[config.mk]
export PLATFORM = sky130hd
export DESIGN_NAME = weight_store
export DESIGN_NICKNAME = d
export VERILOG_FILES = /design/src/hw/cnn_weight_pkg.sv /design/src/hw/weight_store.sv
export SDC_FILE = /design/constraint.sdc
export NUM_CORES = 1
export LEC_CHECK = 0
export BUFFER_PORTS_ARGS = -buffer_cell sky130_fd_sc_hd__buf_2
export CELL_PAD_IN_SITES_DETAIL_PLACEMENT = 0
export CELL_PAD_IN_SITES_GLOBAL_PLACEMENT = 1
export CORE_UTILIZATION = 39
export CTS_CLUSTER_SIZE = 40
export DETAILED_ROUTE_END_ITERATION = 8
export GPL_TIMING_DRIVEN = 0
export PLACE_DENSITY_LB_ADDON = 0.1
export SLEW_MARGIN = 30
export SYNTH_ARGS = -nofsm -noshare
export SYNTH_HDL_FRONTEND = slang
export SYNTH_SLANG_ARGS = --single-unit
[constraint.sdc]
create_clock -name clk -period 4.3 [get_ports clk]
set_input_delay 0.43 -clock clk [delete_from_list [all_inputs] [get_ports clk]]
set_output_delay 0.43 -clock clk [all_outputs]
set_load 0.01 [all_outputs]
[src/hw/cnn_weight_pkg.sv]
`default_nettype none

package cnn_weight_pkg;

  localparam int TAP_W         = 8;
  localparam int KERNEL_TAPS   = 9;
  localparam int WORD_W        = TAP_W * KERNEL_TAPS;  // One 3x3 kernel per word.
  localparam int WORDS_PER_SET = 4;
  localparam int VEC_W         = WORD_W * WORDS_PER_SET;

  localparam int LAYER_STRIDE = 32;
  localparam int PHASE_STRIDE = 4;
  localparam int RAM_DEPTH    = 160;
  localparam int ADDR_W       = 8;

  // Codes 5 to 7 are illegal.
  typedef enum logic [2:0] {
    LAYER0 = 3'd0,
    LAYER1 = 3'd1,
    LAYER2 = 3'd2,
    LAYER3 = 3'd3,
    AFFINE = 3'd4
  } layer_sel_t;

  // Register byte offsets.
  localparam logic [7:0] REG_WDATA0 = 8'h00;
  localparam logic [7:0] REG_WDATA1 = 8'h04;
  localparam logic [7:0] REG_WDATA2 = 8'h08;
  localparam logic [7:0] REG_WADDR  = 8'h0C;  // Write commits the staged word.
  localparam logic [7:0] REG_CTRL   = 8'h10;
  localparam logic [7:0] REG_STATUS = 8'h14;

endpackage

`default_nettype wire

[src/hw/weight_store.sv]
`timescale 1ns/1ps
`default_nettype none

module weight_store (
  input  wire logic                                clk,
  input  wire logic                                rst_n,
  input  wire logic                                load,
  input  wire cnn_weight_pkg::layer_sel_t          layer,
  input  wire logic [2:0]                          phase,
  output logic      [cnn_weight_pkg::ADDR_W-1:0]   raddr,
  input  wire logic [cnn_weight_pkg::WORD_W-1:0]   rdata,
  output logic                                     valid,
  output logic      [cnn_weight_pkg::VEC_W-1:0]    vec
);

  localparam int AW     = cnn_weight_pkg::ADDR_W;
  localparam int WW     = cnn_weight_pkg::WORD_W;
  localparam int NWORDS = cnn_weight_pkg::WORDS_PER_SET;
  localparam int SLOT_W = $clog2(NWORDS);
  localparam int CNT_W  = $clog2(NWORDS + 2);

  logic [AW-1:0]     offset;
  logic              active;
  logic [CNT_W-1:0]  cnt;
  logic [SLOT_W-1:0] slot;

  assign offset = AW'(cnn_weight_pkg::LAYER_STRIDE * int'(layer)
                    + cnn_weight_pkg::PHASE_STRIDE * int'(phase));

  // Word k returns one cycle after its address, so it lands at cnt k+1.
  assign slot = SLOT_W'(cnt - CNT_W'(1));

  always_ff @(posedge clk) begin
    if (!rst_n) begin
      active <= 1'b0;
      cnt    <= '0;
      valid  <= 1'b0;
      raddr  <= '0;
      vec    <= '0;
    end else if (!load) begin
      active <= 1'b0;
      cnt    <= '0;
      valid  <= 1'b0;
      raddr  <= offset;
    end else if (!active) begin
      // Base taken on the first load edge and held till load drops.
      active <= 1'b1;
      cnt    <= '0;
      raddr  <= offset;
    end else begin
      if (cnt < CNT_W'(NWORDS - 1)) begin
        raddr <= raddr + 1'b1;
      end
      if (cnt >= CNT_W'(1) && cnt <= CNT_W'(NWORDS)) begin
        vec[slot*WW +: WW] <= rdata;
      end
      if (cnt == CNT_W'(NWORDS + 1)) begin
        valid <= 1'b1;  // All four slots filled.
      end else begin
        cnt <= cnt + 1'b1;
      end
    end
  end

  a_valid_drop: assert property (@(posedge clk) disable iff (!rst_n)
    !$past(load) |-> !valid)
    else $error("weight_store: valid high after load low");

  // The register block refuses codes above AFFINE.
  a_layer_legal: assert property (@(posedge clk) disable iff (!rst_n)
    load |-> layer <= cnn_weight_pkg::AFFINE)
    else $error("weight_store: illegal layer code %0d", layer);

endmodule

`default_nettype wire

# Word-level counts from Yosys, hierarchy flattened

Cells that the tools add are included.
W data, S select, Z words.

Register bits after elaboration: 301
Bits of input ports: 81
Output and inout port bits: 297
Logic and storage cells: 28

$add $sub $neg: 5
Multiply operators: 1
Order comparisons: 3
Equality and inequality tests: 2
Shift-type cells: 2
Muxes and demuxes: 5
Reductions and logical operators: 5

Operators by type and width:

| cell                        | count |
|---|---|
| $bwmux W288                 | 1 |
| $shift A72 B34 Y288 const A | 1 |
| $shiftx A72 B34 Y288        | 1 |
| $neg A9 Y34                 | 1 |
| $mux W8                     | 3 |
| $add A8 B1 Y8 const B       | 1 |
| $add A8 B5 Y8               | 1 |
| $mul A2 B4 Y6 const B       | 1 |
| $reduce_and A3 Y1           | 2 |
| $reduce_and A2 Y1           | 2 |
| $add A3 B1 Y3 const B       | 1 |
| $eq A3 B3 Y1 const B        | 1 |
| $ge A3 B1 Y1 const B        | 1 |
| $le A3 B3 Y1 const B        | 1 |
| $lt A3 B2 Y1 const B        | 1 |
| $ne A3 B2 Y1 const B        | 1 |
| $sub A2 B1 Y2 const B       | 1 |
| $logic_and A1 B1 Y1         | 1 |
| $mux W1                     | 1 |

# Longest topological paths before layout

Depth in word-level cells: 5
Mapped depth: 14
Mapped depth without buffers: 7

# Least setup slack after synthesis

OpenSTA, ideal clock, no wires.

Path type: reg-to-reg
From: register cnt[0]
To: register vec[83] (netlist name)
Library setup time: 0.136 ns
Arrival time: 3.165 ns
Required time: 4.164 ns
Setup slack: 0.998 ns
Cell stages (with the launch flop): 13
Path buffers: 6
Clock period less this slack: 3.302 ns
Path through: dfxtp_1 -> buf_2 -> buf_2 -> clkinv_1 -> clkbuf_1 -> ha_1 -> buf_4 -> buf_2 -> buf_2 -> mux4_2 -> or2_2 -> o21ai_0 -> o221ai_1

Longest elaborated chain between the ends: 5
Elaborated cells between the ends (all ways): 10
Classes of those cells: 2 x add/sub; 1 x mul; 2 x order compare; 2 x shift; 1 x mux; 2 x reduce/logical

RTL lines:

| item                                                        | line               | text |
|---|---|---|
| start: declaration                                          | weight_store.sv:24 | `logic [CNT_W-1:0] cnt;` |
| start signal: assignment                                    | weight_store.sv:60 | `cnt <= cnt + 1'b1;` |
| $sub A2 B1 Y2 *                                             | weight_store.sv:31 | `assign slot = SLOT_W'(cnt - CNT_W'(1));` |
| via slot[0]                                                 | weight_store.sv:25 | `logic [SLOT_W-1:0] slot;` |
| $mul A2 B4 Y6 *                                             | weight_store.sv:55 | `vec[slot*WW +: WW] <= rdata;` |
| $neg A9 Y34 *                                               | weight_store.sv:55 |  |
| $shiftx A72 B34 Y288 or $shift A72 B34 Y288 (tied branches) | weight_store.sv:55 |  |
| $bwmux W288 *                                               | weight_store.sv:55 |  |
| end signal: indexed assignment                              | weight_store.sv:55 |  |
| end: declaration                                            | weight_store.sv:13 | `output logic [cnn_weight_pkg::VEC_W-1:0] vec` |

The timed path passes the listed nets; every way through them passes the cells marked *.
A chain may end at the register's enable or synchronous reset.

# Worst setup path after layout

From: register cnt[0]
To: register vec[84] (netlist name)

Same word-level chain as after synthesis.

==> impl_metrics.csv <==
group,metric,value,unit
sta,finalSetupViolCount,1,
placement,placed_area,15890,um2
synthesis,synthFlopType,"dfxtp_1",
detailed_routing,met3_length,7008,um
worst_setup_path,arrival,4.73,ns
detailed_routing,first_pass_iters,6,
clock_tree,insertion_delay,0.58,ns
worst_setup_path,r2r-start,"cnt[0]",
detailed_routing,wl_met1,29040,um
die,pin_count,378,
synthesis,synth_top_cell_area_share,0.4498,
detailed_routing,ant_nets,0,
sta,tightest_slew,1.152,ns
detailed_routing,viasPerCell,6.035,
outcome,violations,"negative setup slack",
sta,hold_violations,0,
synthesis,synth.area.top_cells,"dfxtp_1, a22oi_1, mux4_2",
worst_setup_path,crit_end,"vec[84]",
synthesis,avgSynthCellArea,9.045,um2
detailed_routing,remaining_drc_errors,0,
worst_setup_path,regToRegEndpoint,"vec[84]",
worst_setup_path,cp_slowest_stage_delay,0.53,ns
synthesis,yosys_warnings,0,
sta,whs,0.1047,ns
worst_setup_path,end_kind,"flip-flop",
synthesis,synthesis.nets,1570,
synthesis,ys_types,63,
clock_tree,cts-root-buf,"clkbuf_16",
clock_tree,clock_sinks,301,
worst_setup_path,cpMostUsedCell,"buf_4",
worst_setup_path,cp_max_fo,12,
cells_and_area,synthToLayoutAreaGrowth,28.40,%
grt,grt_pass1_vias,13335,
placement,gp_congestion,1.066,
grt,grt_max_degree,16,
clock_tree,hold_buffers,0,
cells_and_area,drive_gt1_frac,0.2896,
outcome,outcome,"finished, violations left",
worst_setup_path,rrSetupSlack,-0.002,ns
clock_tree,path_clk_slew,0.06,ns
worst_setup_path,crit_path_cell_trace,"buf_4 -> clkbuf_4 -> clkinv_2 -> buf_2 -> ha_1 -> buf_4 -> buf_4 -> nor2_1 -> clkbuf_2 -> a22o_1 -> o21ai_1 -> o221ai_1",
grt,grt.overflow.total,0,
synthesis,synth_area,13400,um2
sta,max_freq,232.5,MHz
sta,slew_headroom,0.2323,
worst_setup_path,required,4.72,ns
detailed_routing,routed-via-count,14273,
worst_setup_path,slowest_stage,"o21ai_1",
grt,grt_use_total,0.3828,
synthesis,ys_seq_elements,301,
power_and_ir_drop,ir_drop,0.3480,mV
cells_and_area,fillerInstances,3311,
sta,slew_violations,0,
clock_tree,cts_max_path_buffers,3,
detailed_routing,wl_per_cell,29.44,um
die,initial_core_util,0.3975,
cells_and_area,fin_nets,1981,
placement,portBuffers,377,
detailed_routing,wl_met2,29630,um
sta,fin_crit,4.302,ns
clock_tree,numCtsBuffers,31,
sta,post-route-period-util,1.000,
die,dieArea,35090,um2
synthesis,ys_seq_area_frac,0.4498,
synthesis,async_flop_share,0,
power_and_ir_drop,p_per_area,365.7,nW/um2
cells_and_area,multiInputGateArea,7048,um2
detailed_routing,top_layer,"met5",
cells_and_area,ff_latch_area,6026,um2
sta,clock_skew,0.02244,ns
run,drv_cap,0,
grt,antenna_found_initial,6,
sta,setup_slack,-0.001772,ns
worst_setup_path,worstSetupPathType,"reg -> reg",
placement,dp_hpwl,54710,um
worst_setup_path,critPathLaunchType,"flip-flop",
grt,grt_pass1_wl,97270,um
die,num_rows,67,
worst_setup_path,reg2reg_depth,12,
sta,rsz0062_at_grt,"no",
clock_tree,htreeDepth,1,
detailed_routing,drtIter0Drc,1563,
power_and_ir_drop,power_leakage,7.350,nW
cells_and_area,design_area,17200,um2
worst_hold_path,min_path_type,"in -> reg",
synthesis,synth-edff-count,0,
synthesis,synth_area_leader_cell,"dfxtp_1",
synthesis,yosysMostFrequentCell,"dfxtp_1",
detailed_routing,drt_wl_total,69630,um
synthesis,synth_commonest_cells,"dfxtp_1, nand2_1, nor2_1, o21ai_0, a22oi_1",
synthesis,syn-instance-count,1481,
die,die-width,187.3,um
worst_setup_path,crit_start,"cnt[0]",
die,die_h,187.3,um
clock_tree,tritoncts,"done",
die,core,33700,um2
-- cell families after synthesis --
| family | after synthesis | synth area share |
|---|---|---|
| XOR/XNOR | 9 | 0.005884 |
| multiplexers | 99 | 0.1028 |
| adder cells (fa/ha/maj) | 8 | 0.007473 |
| flip-flops | 301 | 0.4498 |
| AND/OR/NAND/NOR | 464 | 0.1536 |
| AO/OA/AOI/OAI | 463 | 0.2370 |
| buffers and inverters | 137 | 0.04343 |
-- cell usage in the layout, fill, tap and decap left out, drive strengths merged, types with 60 or more instances in the layout --
| master | count |
|---|---|
| buf | 422 |
| dfxtp | 301 |
| nand2 | 166 |
| nor2 | 161 |
| clkbuf | 129 |
| o21ai | 121 |
| a22oi | 102 |
| a21oi | 71 |
| a22o | 66 |
| mux2i | 60 |
-- worst max-delay path, delay by kind of cell, from the launching register on --
kind,cells,cell delay (ns)
fa+ha+maj,1,0.34
simple gates,1,0.16
buf+inv,7,1.98
compound gates,3,1.17
flops,1,0.45
-- report_power, final --
group / internal [W] / switching [W] / leakage, nW
Clock: 0.00164 / 0.00111 / 0.516
Combinational: 0.000203 / 0.000525 / 4.41
Sequential: 0.00280 / 0.00000794 / 2.43
Total: 0.00465 / 0.00164 / 7.35
-- timing repair --
item                                    in CTS  in global routing
pin swaps                                    1                  0
setup buffers                                1                  0
endpoints found under the setup margin     269                134
gates resized for setup                     47                 11
-- worst min-delay path by stage --
stage          slack (ns)  cells after the start     from  endpoint
3_3_place_gp         0.43                      2  vec[79]   vec[79]
5_1_grt              0.10                      2     load    active
6_report             0.10                      2     load    active
2_1_floorplan        0.46                      2  vec[72]   vec[72]
3_5_place_dp         0.43                      2  vec[72]   vec[72]
4_1_cts              0.09                      2     load    active
-- state kept, by name, indices dropped and copies added (netlist names) --
signal / flops
vec: 288
valid: 1
cnt: 3
raddr: 8
active: 1
-- per-stage QoR --
stage | TNS, ns | util | total power [W] | worst slack (ns) | std cells
2_1_floorplan | 0 | - | 0.003172 | 0.9984 | 1481
3_3_place_gp | -153.23 | 0.4701 | 0.003532 | -1.359 | 2306
3_5_place_dp | -124.34 | 0.4716 | 0.003532 | -1.080 | 2306
4_1_cts | 0 | 0.5087 | 0.006274 | 0.02076 | 2361
5_1_grt | 0 | 0.5101 | 0.006439 | 0.03472 | 2361
6_report | -0.001772 | 0.5104 | 0.006290 | -0.001772 | 2365
-- cell type report --
cell class                      instances  share of cell area
Multi-Input combinational cell       1043              0.4098
Timing Repair Buffer                  378              0.1101
Clock inverter                          8            0.006911
Clock buffer                           46             0.05361
Tap cell                              448             0.03259
Inverter                               10            0.002255
Buffer                                127             0.03383
Antenna cell                            4           0.0005819
Sequential cell                       301              0.3503
-- layer usage --
metal,up-vias,track usage
met3,164,0.08537
met2,875,0.5666
li1,6274,-
met1,6956,0.5175
met5,-,0
met4,4,0.2040
Power figures use the tool's default switching activity.
