File: src/hw/cnn_weight_pkg.sv
`default_nettype none

package cnn_weight_pkg;

  localparam int TAP_W         = 8;
  localparam int KERNEL_TAPS   = 9;
  localparam int WORD_W        = TAP_W * KERNEL_TAPS;  // One 3x3 kernel per word.
  localparam int WORDS_PER_SET = 4;
  localparam int VEC_W         = WORD_W * WORDS_PER_SET;

  localparam int LAYER_STRIDE = 32;
  localparam int PHASE_STRIDE = 4;
  localparam int RAM_DEPTH    = 160;
  localparam int ADDR_W       = 8;

  // Codes 5 to 7 are illegal.
  typedef enum logic [2:0] {
    LAYER0 = 3'd0,
    LAYER1 = 3'd1,
    LAYER2 = 3'd2,
    LAYER3 = 3'd3,
    AFFINE = 3'd4
  } layer_sel_t;

  // Register byte offsets.
  localparam logic [7:0] REG_WDATA0 = 8'h00;
  localparam logic [7:0] REG_WDATA1 = 8'h04;
  localparam logic [7:0] REG_WDATA2 = 8'h08;
  localparam logic [7:0] REG_WADDR  = 8'h0C;  // Write commits the staged word.
  localparam logic [7:0] REG_CTRL   = 8'h10;
  localparam logic [7:0] REG_STATUS = 8'h14;

endpackage

`default_nettype wire

File: src/hw/weight_cfg_regs.sv
`timescale 1ns/1ps
`default_nettype none

module weight_cfg_regs #(
  parameter int AXI_ADDR_W = 8
) (
  input  wire logic                                clk,
  input  wire logic                                rst_n,
  input  wire logic [AXI_ADDR_W-1:0]               awaddr,
  input  wire logic                                awvalid,
  output logic                                     awready,
  input  wire logic [31:0]                         wdata,
  input  wire logic [3:0]                          wstrb,
  input  wire logic                                wvalid,
  output logic                                     wready,
  output logic      [1:0]                          bresp,
  output logic                                     bvalid,
  input  wire logic                                bready,
  input  wire logic [AXI_ADDR_W-1:0]               araddr,
  input  wire logic                                arvalid,
  output logic                                     arready,
  output logic      [31:0]                         rdata,
  output logic      [1:0]                          rresp,
  output logic                                     rvalid,
  input  wire logic                                rready,
  input  wire logic                                store_valid,
  output logic                                     ram_we,
  output logic      [cnn_weight_pkg::ADDR_W-1:0]   ram_waddr,
  output logic      [cnn_weight_pkg::WORD_W-1:0]   ram_wdata,
  output cnn_weight_pkg::layer_sel_t               layer,
  output logic      [2:0]                          phase,
  output logic                                     load
);

  localparam logic [1:0] RESP_OKAY   = 2'b00;
  localparam logic [1:0] RESP_SLVERR = 2'b10;

  localparam logic [AXI_ADDR_W-1:0] A_WDATA0 = AXI_ADDR_W'(cnn_weight_pkg::REG_WDATA0);
  localparam logic [AXI_ADDR_W-1:0] A_WDATA1 = AXI_ADDR_W'(cnn_weight_pkg::REG_WDATA1);
  localparam logic [AXI_ADDR_W-1:0] A_WDATA2 = AXI_ADDR_W'(cnn_weight_pkg::REG_WDATA2);
  localparam logic [AXI_ADDR_W-1:0] A_WADDR  = AXI_ADDR_W'(cnn_weight_pkg::REG_WADDR);
  localparam logic [AXI_ADDR_W-1:0] A_CTRL   = AXI_ADDR_W'(cnn_weight_pkg::REG_CTRL);
  localparam logic [AXI_ADDR_W-1:0] A_STATUS = AXI_ADDR_W'(cnn_weight_pkg::REG_STATUS);

  logic                             wr_rdy;
  logic                             rd_rdy;
  logic                             wr_pend;
  logic                             wr_fire;
  logic                             rd_fire;
  logic                             idle;
  logic                             ctrl_ok;
  logic [1:0]                       wr_resp;
  logic [31:0]                      stage0;
  logic [31:0]                      stage1;
  logic [cnn_weight_pkg::TAP_W-1:0] stage2;

  function automatic logic [31:0] merge_bytes(input logic [31:0] cur,
                                              input logic [31:0] nxt,
                                              input logic [3:0]  strb);
    logic [31:0] res;
    res = cur;
    for (int i = 0; i < 4; i++) begin
      if (strb[i]) begin
        res[i*8 +: 8] = nxt[i*8 +: 8];
      end
    end
    return res;
  endfunction

  assign awready   = wr_rdy;  // Address and data taken together.
  assign wready    = wr_rdy;
  assign arready   = rd_rdy;
  assign rresp     = RESP_OKAY;
  assign wr_fire   = wr_rdy && awvalid && wvalid;
  assign rd_fire   = rd_rdy && arvalid;
  assign idle      = !(wr_rdy || rd_rdy || wr_pend || bvalid || rvalid);
  assign ctrl_ok   = wdata[2:0] <= cnn_weight_pkg::AFFINE;
  assign ram_wdata = {stage2, stage1, stage0};

  always_comb begin
    case (awaddr)
      A_WDATA0, A_WDATA1, A_WDATA2, A_WADDR: wr_resp = RESP_OKAY;
      A_CTRL:  wr_resp = ctrl_ok ? RESP_OKAY : RESP_SLVERR;
      default: wr_resp = RESP_SLVERR;  // STATUS is read-only.
    endcase
  end

  // One transaction at a time. Writes win a tie.
  always_ff @(posedge clk) begin
    if (!rst_n) begin
      wr_rdy  <= 1'b0;
      rd_rdy  <= 1'b0;
      wr_pend <= 1'b0;
      bvalid  <= 1'b0;
      rvalid  <= 1'b0;
    end else begin
      wr_rdy  <= idle && awvalid && wvalid;
      rd_rdy  <= idle && arvalid && !(awvalid && wvalid);
      wr_pend <= wr_fire;
      if (wr_pend) begin
        bvalid <= 1'b1;
      end else if (bready) begin
        bvalid <= 1'b0;
      end
      if (rd_fire) begin
        rvalid <= 1'b1;
      end else if (rready) begin
        rvalid <= 1'b0;
      end
    end
  end

  always_ff @(posedge clk) begin
    if (!rst_n) begin
      layer  <= cnn_weight_pkg::LAYER0;
      phase  <= '0;
      load   <= 1'b0;
      ram_we <= 1'b0;
    end else begin
      ram_we <= wr_fire && awaddr == A_WADDR;  // Commit pulse.
      if (wr_fire && awaddr == A_CTRL && ctrl_ok) begin
        layer <= cnn_weight_pkg::layer_sel_t'(wdata[2:0]);
        phase <= wdata[6:4];
        load  <= wdata[8];
      end
    end
  end

  always_ff @(posedge clk) begin
    if (wr_fire) begin
      bresp <= wr_resp;
      case (awaddr)
        A_WDATA0: stage0 <= merge_bytes(stage0, wdata, wstrb);
        A_WDATA1: stage1 <= merge_bytes(stage1, wdata, wstrb);
        A_WDATA2: begin
          if (wstrb[0]) begin
            stage2 <= wdata[cnn_weight_pkg::TAP_W-1:0];
          end
        end
        A_WADDR:  ram_waddr <= wdata[cnn_weight_pkg::ADDR_W-1:0];
        default:  ;
      endcase
    end
  end

  always_ff @(posedge clk) begin
    if (rd_fire) begin
      case (araddr)
        A_WDATA0: rdata <= stage0;
        A_WDATA1: rdata <= stage1;
        A_WDATA2: rdata <= 32'(stage2);
        A_WADDR:  rdata <= 32'(ram_waddr);
        A_CTRL:   rdata <= {23'd0, load, 1'b0, phase, 1'b0, layer};
        A_STATUS: rdata <= {31'd0, store_valid};
        default:  rdata <= '0;
      endcase
    end
  end

  a_bvalid_hold: assert property (@(posedge clk) disable iff (!rst_n)
    bvalid && !bready |=> bvalid)
    else $error("weight_cfg_regs: bvalid dropped before bready");

endmodule

`default_nettype wire

File: config.mk
export PLATFORM = sky130hd
export DESIGN_NAME = weight_cfg_regs
export DESIGN_NICKNAME = d
export VERILOG_FILES = /design/src/hw/cnn_weight_pkg.sv /design/src/hw/weight_cfg_regs.sv
export SDC_FILE = /design/constraint.sdc
export NUM_CORES = 1
export LEC_CHECK = 0
export BUFFER_PORTS_ARGS = -buffer_cell sky130_fd_sc_hd__buf_2
export CAP_MARGIN = 20
export CORE_MARGIN = 2
export CORE_UTILIZATION = 52
export DETAILED_ROUTE_END_ITERATION = 7
export PLACE_DENSITY_LB_ADDON = 0.2
export RECOVER_POWER = 100
export SYNTH_ARGS = -nofsm -noshare
export SYNTH_HDL_FRONTEND = slang
export SYNTH_SLANG_ARGS = --single-unit
export TNS_END_PERCENT = 10
File: constraint.sdc
create_clock -name clk -period 4.6 [get_ports clk]
set_input_delay 0.92 -clock clk [delete_from_list [all_inputs] [get_ports clk]]
set_output_delay 0.92 -clock clk [all_outputs]
set_load 0.05 [all_outputs]
## Yosys cells after proc, flatten, opt, wreduce, memory -nomap -nowiden

Cells that the tools add are included.
Widths: inputs -> output; s select.

- Flip-flop bits (word level): 127
- Bits of input ports: 60
- Output and inout bits: 129

- $lt $le $gt $ge: 1
- Equal/unequal tests: 9
- Mux-type cells: 7
- Reductions and logical operators: 32

Operators by type and width:

| cell | count |
|---|---|
| $pmux 32 s6 | 1 |
| $eq 8x4->1 const B | 4 |
| $reduce_and 3->1 | 9 |
| $eq 8x5->1 const B | 3 |
| $eq 8x3->1 const B | 2 |
| $logic_not 8->1 | 2 |
| $logic_and 1x1->1 | 11 |
| $logic_or 1x1->1 | 4 |
| $mux 1 | 4 |
| $pmux 2 s2 | 1 |
| $reduce_bool 2->1 | 2 |
| $reduce_or 4->1 | 1 |
| $le 3x3->1 const B | 1 |
| $logic_not 1->1 | 2 |
| $mux 2 | 1 |
| $reduce_and 2->1 | 1 |

## Depth between registers and ports, before layout

- Depth in word-level cells: 7
- Mapped depth: 6
- Mapped depth without buffers: 4

## Worst setup path after synthesis

No wires, ideal clock.

- Path kind: input port to flip-flop
- Start: input awaddr[1]
- End: register stage2[0] (netlist name), enable pin
- Library setup time: 0.383 ns
- Arrival: 2.343 ns
- Setup slack: 1.873 ns
- Cell stages on the path: 4
- Path buffers: 0
- Cells stage by stage: nor3_1 > nor4b_1 > nand2_1 > nor3_1

- Longest elaborated chain between the ends: 2

Ends and longest elaborated chain:

| element | RTL line | text |
|---|---|---|
| start: declaration | weight_cfg_regs.sv:9 | `input wire logic [AXI_ADDR_W-1:0] awaddr,` |
| $eq 8x4->1 | weight_cfg_regs.sv:132 | `case (awaddr)` |
| $reduce_and 3->1 (no source line) | -- |  |
| end signal: assignment | weight_cfg_regs.sv:137 | `stage2 <= wdata[cnn_weight_pkg::TAP_W-1:0];` |
| end: declaration | weight_cfg_regs.sv:55 | `logic [cnn_weight_pkg::TAP_W-1:0] stage2;` |

No other way between the ends.
A chain may end at the register's enable or synchronous reset.

## Worst setup path after layout

- Start: input araddr[5]
- End: register rdata[20], data pin

- Longest elaborated chain between the ends: 2
- Elaborated cells between the ends (all ways): 7

Ends and longest elaborated chain:

| element | RTL line | text |
|---|---|---|
| start: declaration | weight_cfg_regs.sv:19 | `input wire logic [AXI_ADDR_W-1:0] araddr,` |
| $eq 8x5->1, or another cell as far along | weight_cfg_regs.sv:148 | `case (araddr)` |
| $pmux 32 s6 (*) | weight_cfg_regs.sv:148 |  |
| end signal: assignment | weight_cfg_regs.sv:149 | `A_WDATA0: rdata <= stage0;` |
| end signal: assignment | weight_cfg_regs.sv:150 | `A_WDATA1: rdata <= stage1;` |
| end signal: assignment | weight_cfg_regs.sv:151 | `A_WDATA2: rdata <= 32'(stage2);` |
| end: declaration | weight_cfg_regs.sv:22 | `output logic [31:0] rdata,` |

Every way passes the cells marked *; elsewhere a longest branch is shown, timed or not.

==> impl_metrics.tcl <==
set metrics [dict create \
    failed_checks "max-capacitance violations, max-slew violations" \
    die_w_um 98.8 \
    wl_per_cell_um 18.7 \
    diodes 0 \
    clkPwrFrac_pct 50.2 \
    gp_congestion 0.809 \
    ctsHtreeMaxLevel 4 \
    yosysUniqueCellTypes 38 \
    synthCells 260 \
    die_area_mm2 0.00976 \
    num-fill-cells 652 \
    routed_wl_um 10800 \
    worstSetupStartpointType "primary input" \
    required_ps 4970 \
    grt_pass1_wl_um 16000 \
    avgViaCountPerCell 5.30 \
    syn-cell-area_mm2 0.00467 \
    end_kind "flop" \
    path_cells "buf_2 > or4_1 > nor2_1 > and4bb_1 > clkbuf_1 > a22o_2" \
    fin_nets 517 \
    crit_type "primary input to flop" \
    postCtsSetupRepairBufs 0 \
    setup_viol 0 \
    synth_area_leader_cell "edfxtp_1" \
    placementRows 34 \
    fin_crit_sh_pct 65.1 \
    dpl.hpwl_um 7540 \
    synth_top_family_by_area "compound AO/OA/AOI/OAI gates" \
    ctsHoldBuffers 0 \
    core_mm2 0.00872 \
    peakVddDrop_uv 253 \
    grt_usage_pct 22.3 \
    worst-r2r-cell-count 1 \
    seq_area_mm2 0.00365 \
    async_reset_ff_share_pct 0 \
    intPower_mw 2.18 \
    final-instance-count-excl-fill 578 \
    relSlewSlack_pct -66.7 \
    worst_pin_slew_ps 2500 \
    finalPower_mw 2.76 \
    power.leakage_nw 2.03 \
    p_sw_share_pct 21.1 \
    clockBufferDepth 2 \
    cts_resized 0 \
    io_pins 189 \
    antenna_found_initial 0 \
    cp_slowest_cell "clkbuf_1" \
    yosys_warnings 0 \
    synthAdderAreaFrac_pct 0 \
    synth.avg_cell_area_um2 18.0 \
    synth_xor_area_share_pct 0 \
    max_freq_ghz 0.334 \
    chipHeight_um 98.8 \
    clk_pin_slew_ps 60 \
    finalHoldViolCount 0 \
    ys_ff_latch 126 \
    hold_path.class "flop to flop" \
    root_buffer "clkbuf_8" \
    dr.first_iter.drc_count 150 \
    ant_nets 0 \
    maxSlewViolCount 34 \
    place_ws_ps 1430 \
    maxCapViolations 1 \
    multiInputGateArea_um2 906 \
    slowest_delay_ps 1010 \
    seq_power_share_pct 45.6 \
    hold_depth 2 \
    globalRouteOverflowTotal 0 \
    synth_edf_count 113 \
    cts_buffers 17 \
    start_util_pct 53.6 \
    yosys.area_share.simple_pct 7.90 \
    drtPass1Iterations 4 \
    grt_pass1_vias 3029 \
    rsz0062_at_grt "false" \
    synth_top_area_share_pct 72.6 \
    crit_fanout 27 \
    clock-sinks 126 \
    tritoncts "yes" \
    synth.area.top_cells "edfxtp_1, dfxtp_1, a22o_2" \
    vias 3063 \
    muxShareOfSynthArea_pct 3.32 \
    numPortBuffers 185 \
    drc 0 \
    dp_cells 546 \
    critPathArrivalTime_ps 3360 \
    power_density_mw_per_mm2 453 \
    status "finished, violations left" \
    switchingPower_uw 583 \
    synth_compound_area_share_pct 8.01 \
    tns_ps 0 \
    clock_skew_ps 6.34 \
    synthFlopType "edfxtp_1" \
    grt_max_degree 34 \
    period_minus_slack_ps 2990 \
    ys_seq_area_share_pct 78.2 \
    worst_slack_ps 1610 \
    insertion_delay_ps 510 \
    pwr-share-comb_pct 4.1 \
    layout-drive-gt1-share_pct 21.3 \
    syn_to_final_growth_pct 30.3 \
]
-- metal layers --
| metal | GRT usage, % | part of all wire, % |
|---|---|---|
| met3 | 8.51 | 7.2 |
| met2 | 36.7 | 51 |
| met4 | 7.48 | 0.99 |
| met1 | 27.1 | 41 |
| met5 | 0 | 0 |
-- worst max-delay path, delay by kind of cell --
family | cells | cell delay (ps)
buffers and inverters | 2 | 1100
AND/OR/NAND/NOR | 3 | 1010
AO/OA/AOI/OAI | 1 | 310
-- per-stage QoR --
| step | util, % | area [um2] | hold slack, ps |
|---|---|---|---|
| after floorplan | - | 4680 | 442 |
| after global placement | 65.2 | 5680 | 459 |
| after detailed placement | 65.2 | 5680 | 473 |
| after CTS | 72.3 | 6300 | 491 |
| after global routing | 69.8 | 6090 | 526 |
| final | 69.8 | 6090 | 488 |
-- cells in the mapped netlist (3+ instances only) --
master and n:
clkbuf_1 5, o21ai_0 8, mux4_2 5, o21a_1 3
nor2_1 10, dfxtp_1 13, nand3_1 7, a22o_1 4
and4_1 3, edfxtp_1 113, nand2_1 15, nor2b_1 5
nor3_1 6, a221o_1 3, buf_6 5, buf_4 4
a22o_2 22, and2_1 3
-- kinds of logic after synthesis --
| kind of cell | after synthesis |
|---|---|
| flops | 126 |
| simple gates | 64 |
| compound gates | 43 |
| buf+inv | 17 |
| mux | 9 |
| other cells | 1 |
-- final timing paths --
check / start / to / slack (ps)
worst max-delay path: araddr[5] / rdata[20] / 1610
worst min register to register: load / load / 490
worst min-delay path: load / load / 490
worst max register to register: arready / rdata[0] / 1980
-- cell usage in the layout (no fill, tap or decap), types with 3 or more instances in the layout --
cell type and count:
nor2b_1 5, clkbuf_1 157, nor3_1 6, and4_1 3
nand3_1 7, a22o_2 22, o21ai_0 8, inv_6 5
conb_1 3, nor2_1 10, a22o_1 4, clkbuf_16 16
bufinv_16 4, mux4_2 5, dfxtp_1 13, edfxtp_1 113
nand2_1 15, o21a_1 3, buf_2 35, a221o_1 3
clkinv_4 3
-- power by group through the flow --
stage | sequential (mW) | combinational [mW] | clock [mW]
after floorplan | 1.32 | 0.0333 | 0
after global placement | 1.28 | 0.118 | 0
after detailed placement | 1.28 | 0.120 | 0
after CTS | 1.26 | 0.120 | 1.40
after global routing | 1.26 | 0.121 | 1.46
final | 1.26 | 0.114 | 1.39
-- layout make-up --
cell class / count / share of cell area (%)
repair buffers: 192 / 12.6
well taps: 108 / 2.22
flip-flops and latches: 126 / 60.0
clock inverters: 14 / 3.37
clock buffers: 18 / 6.86
inverters: 1 / 0.0616
multi-input cells: 119 / 14.9
-- sequential cells by signal (all words and copies together) (netlist names) --
signal,count
bvalid,1
rdata,32
stage1,32
awready,1
bresp,1
ram_waddr,8
rvalid,1
stage2,8
phase,3
ram_we,1
layer,3
load,1
wr_pend,1
arready,1
stage0,32
Power figures use the tool's default switching activity.
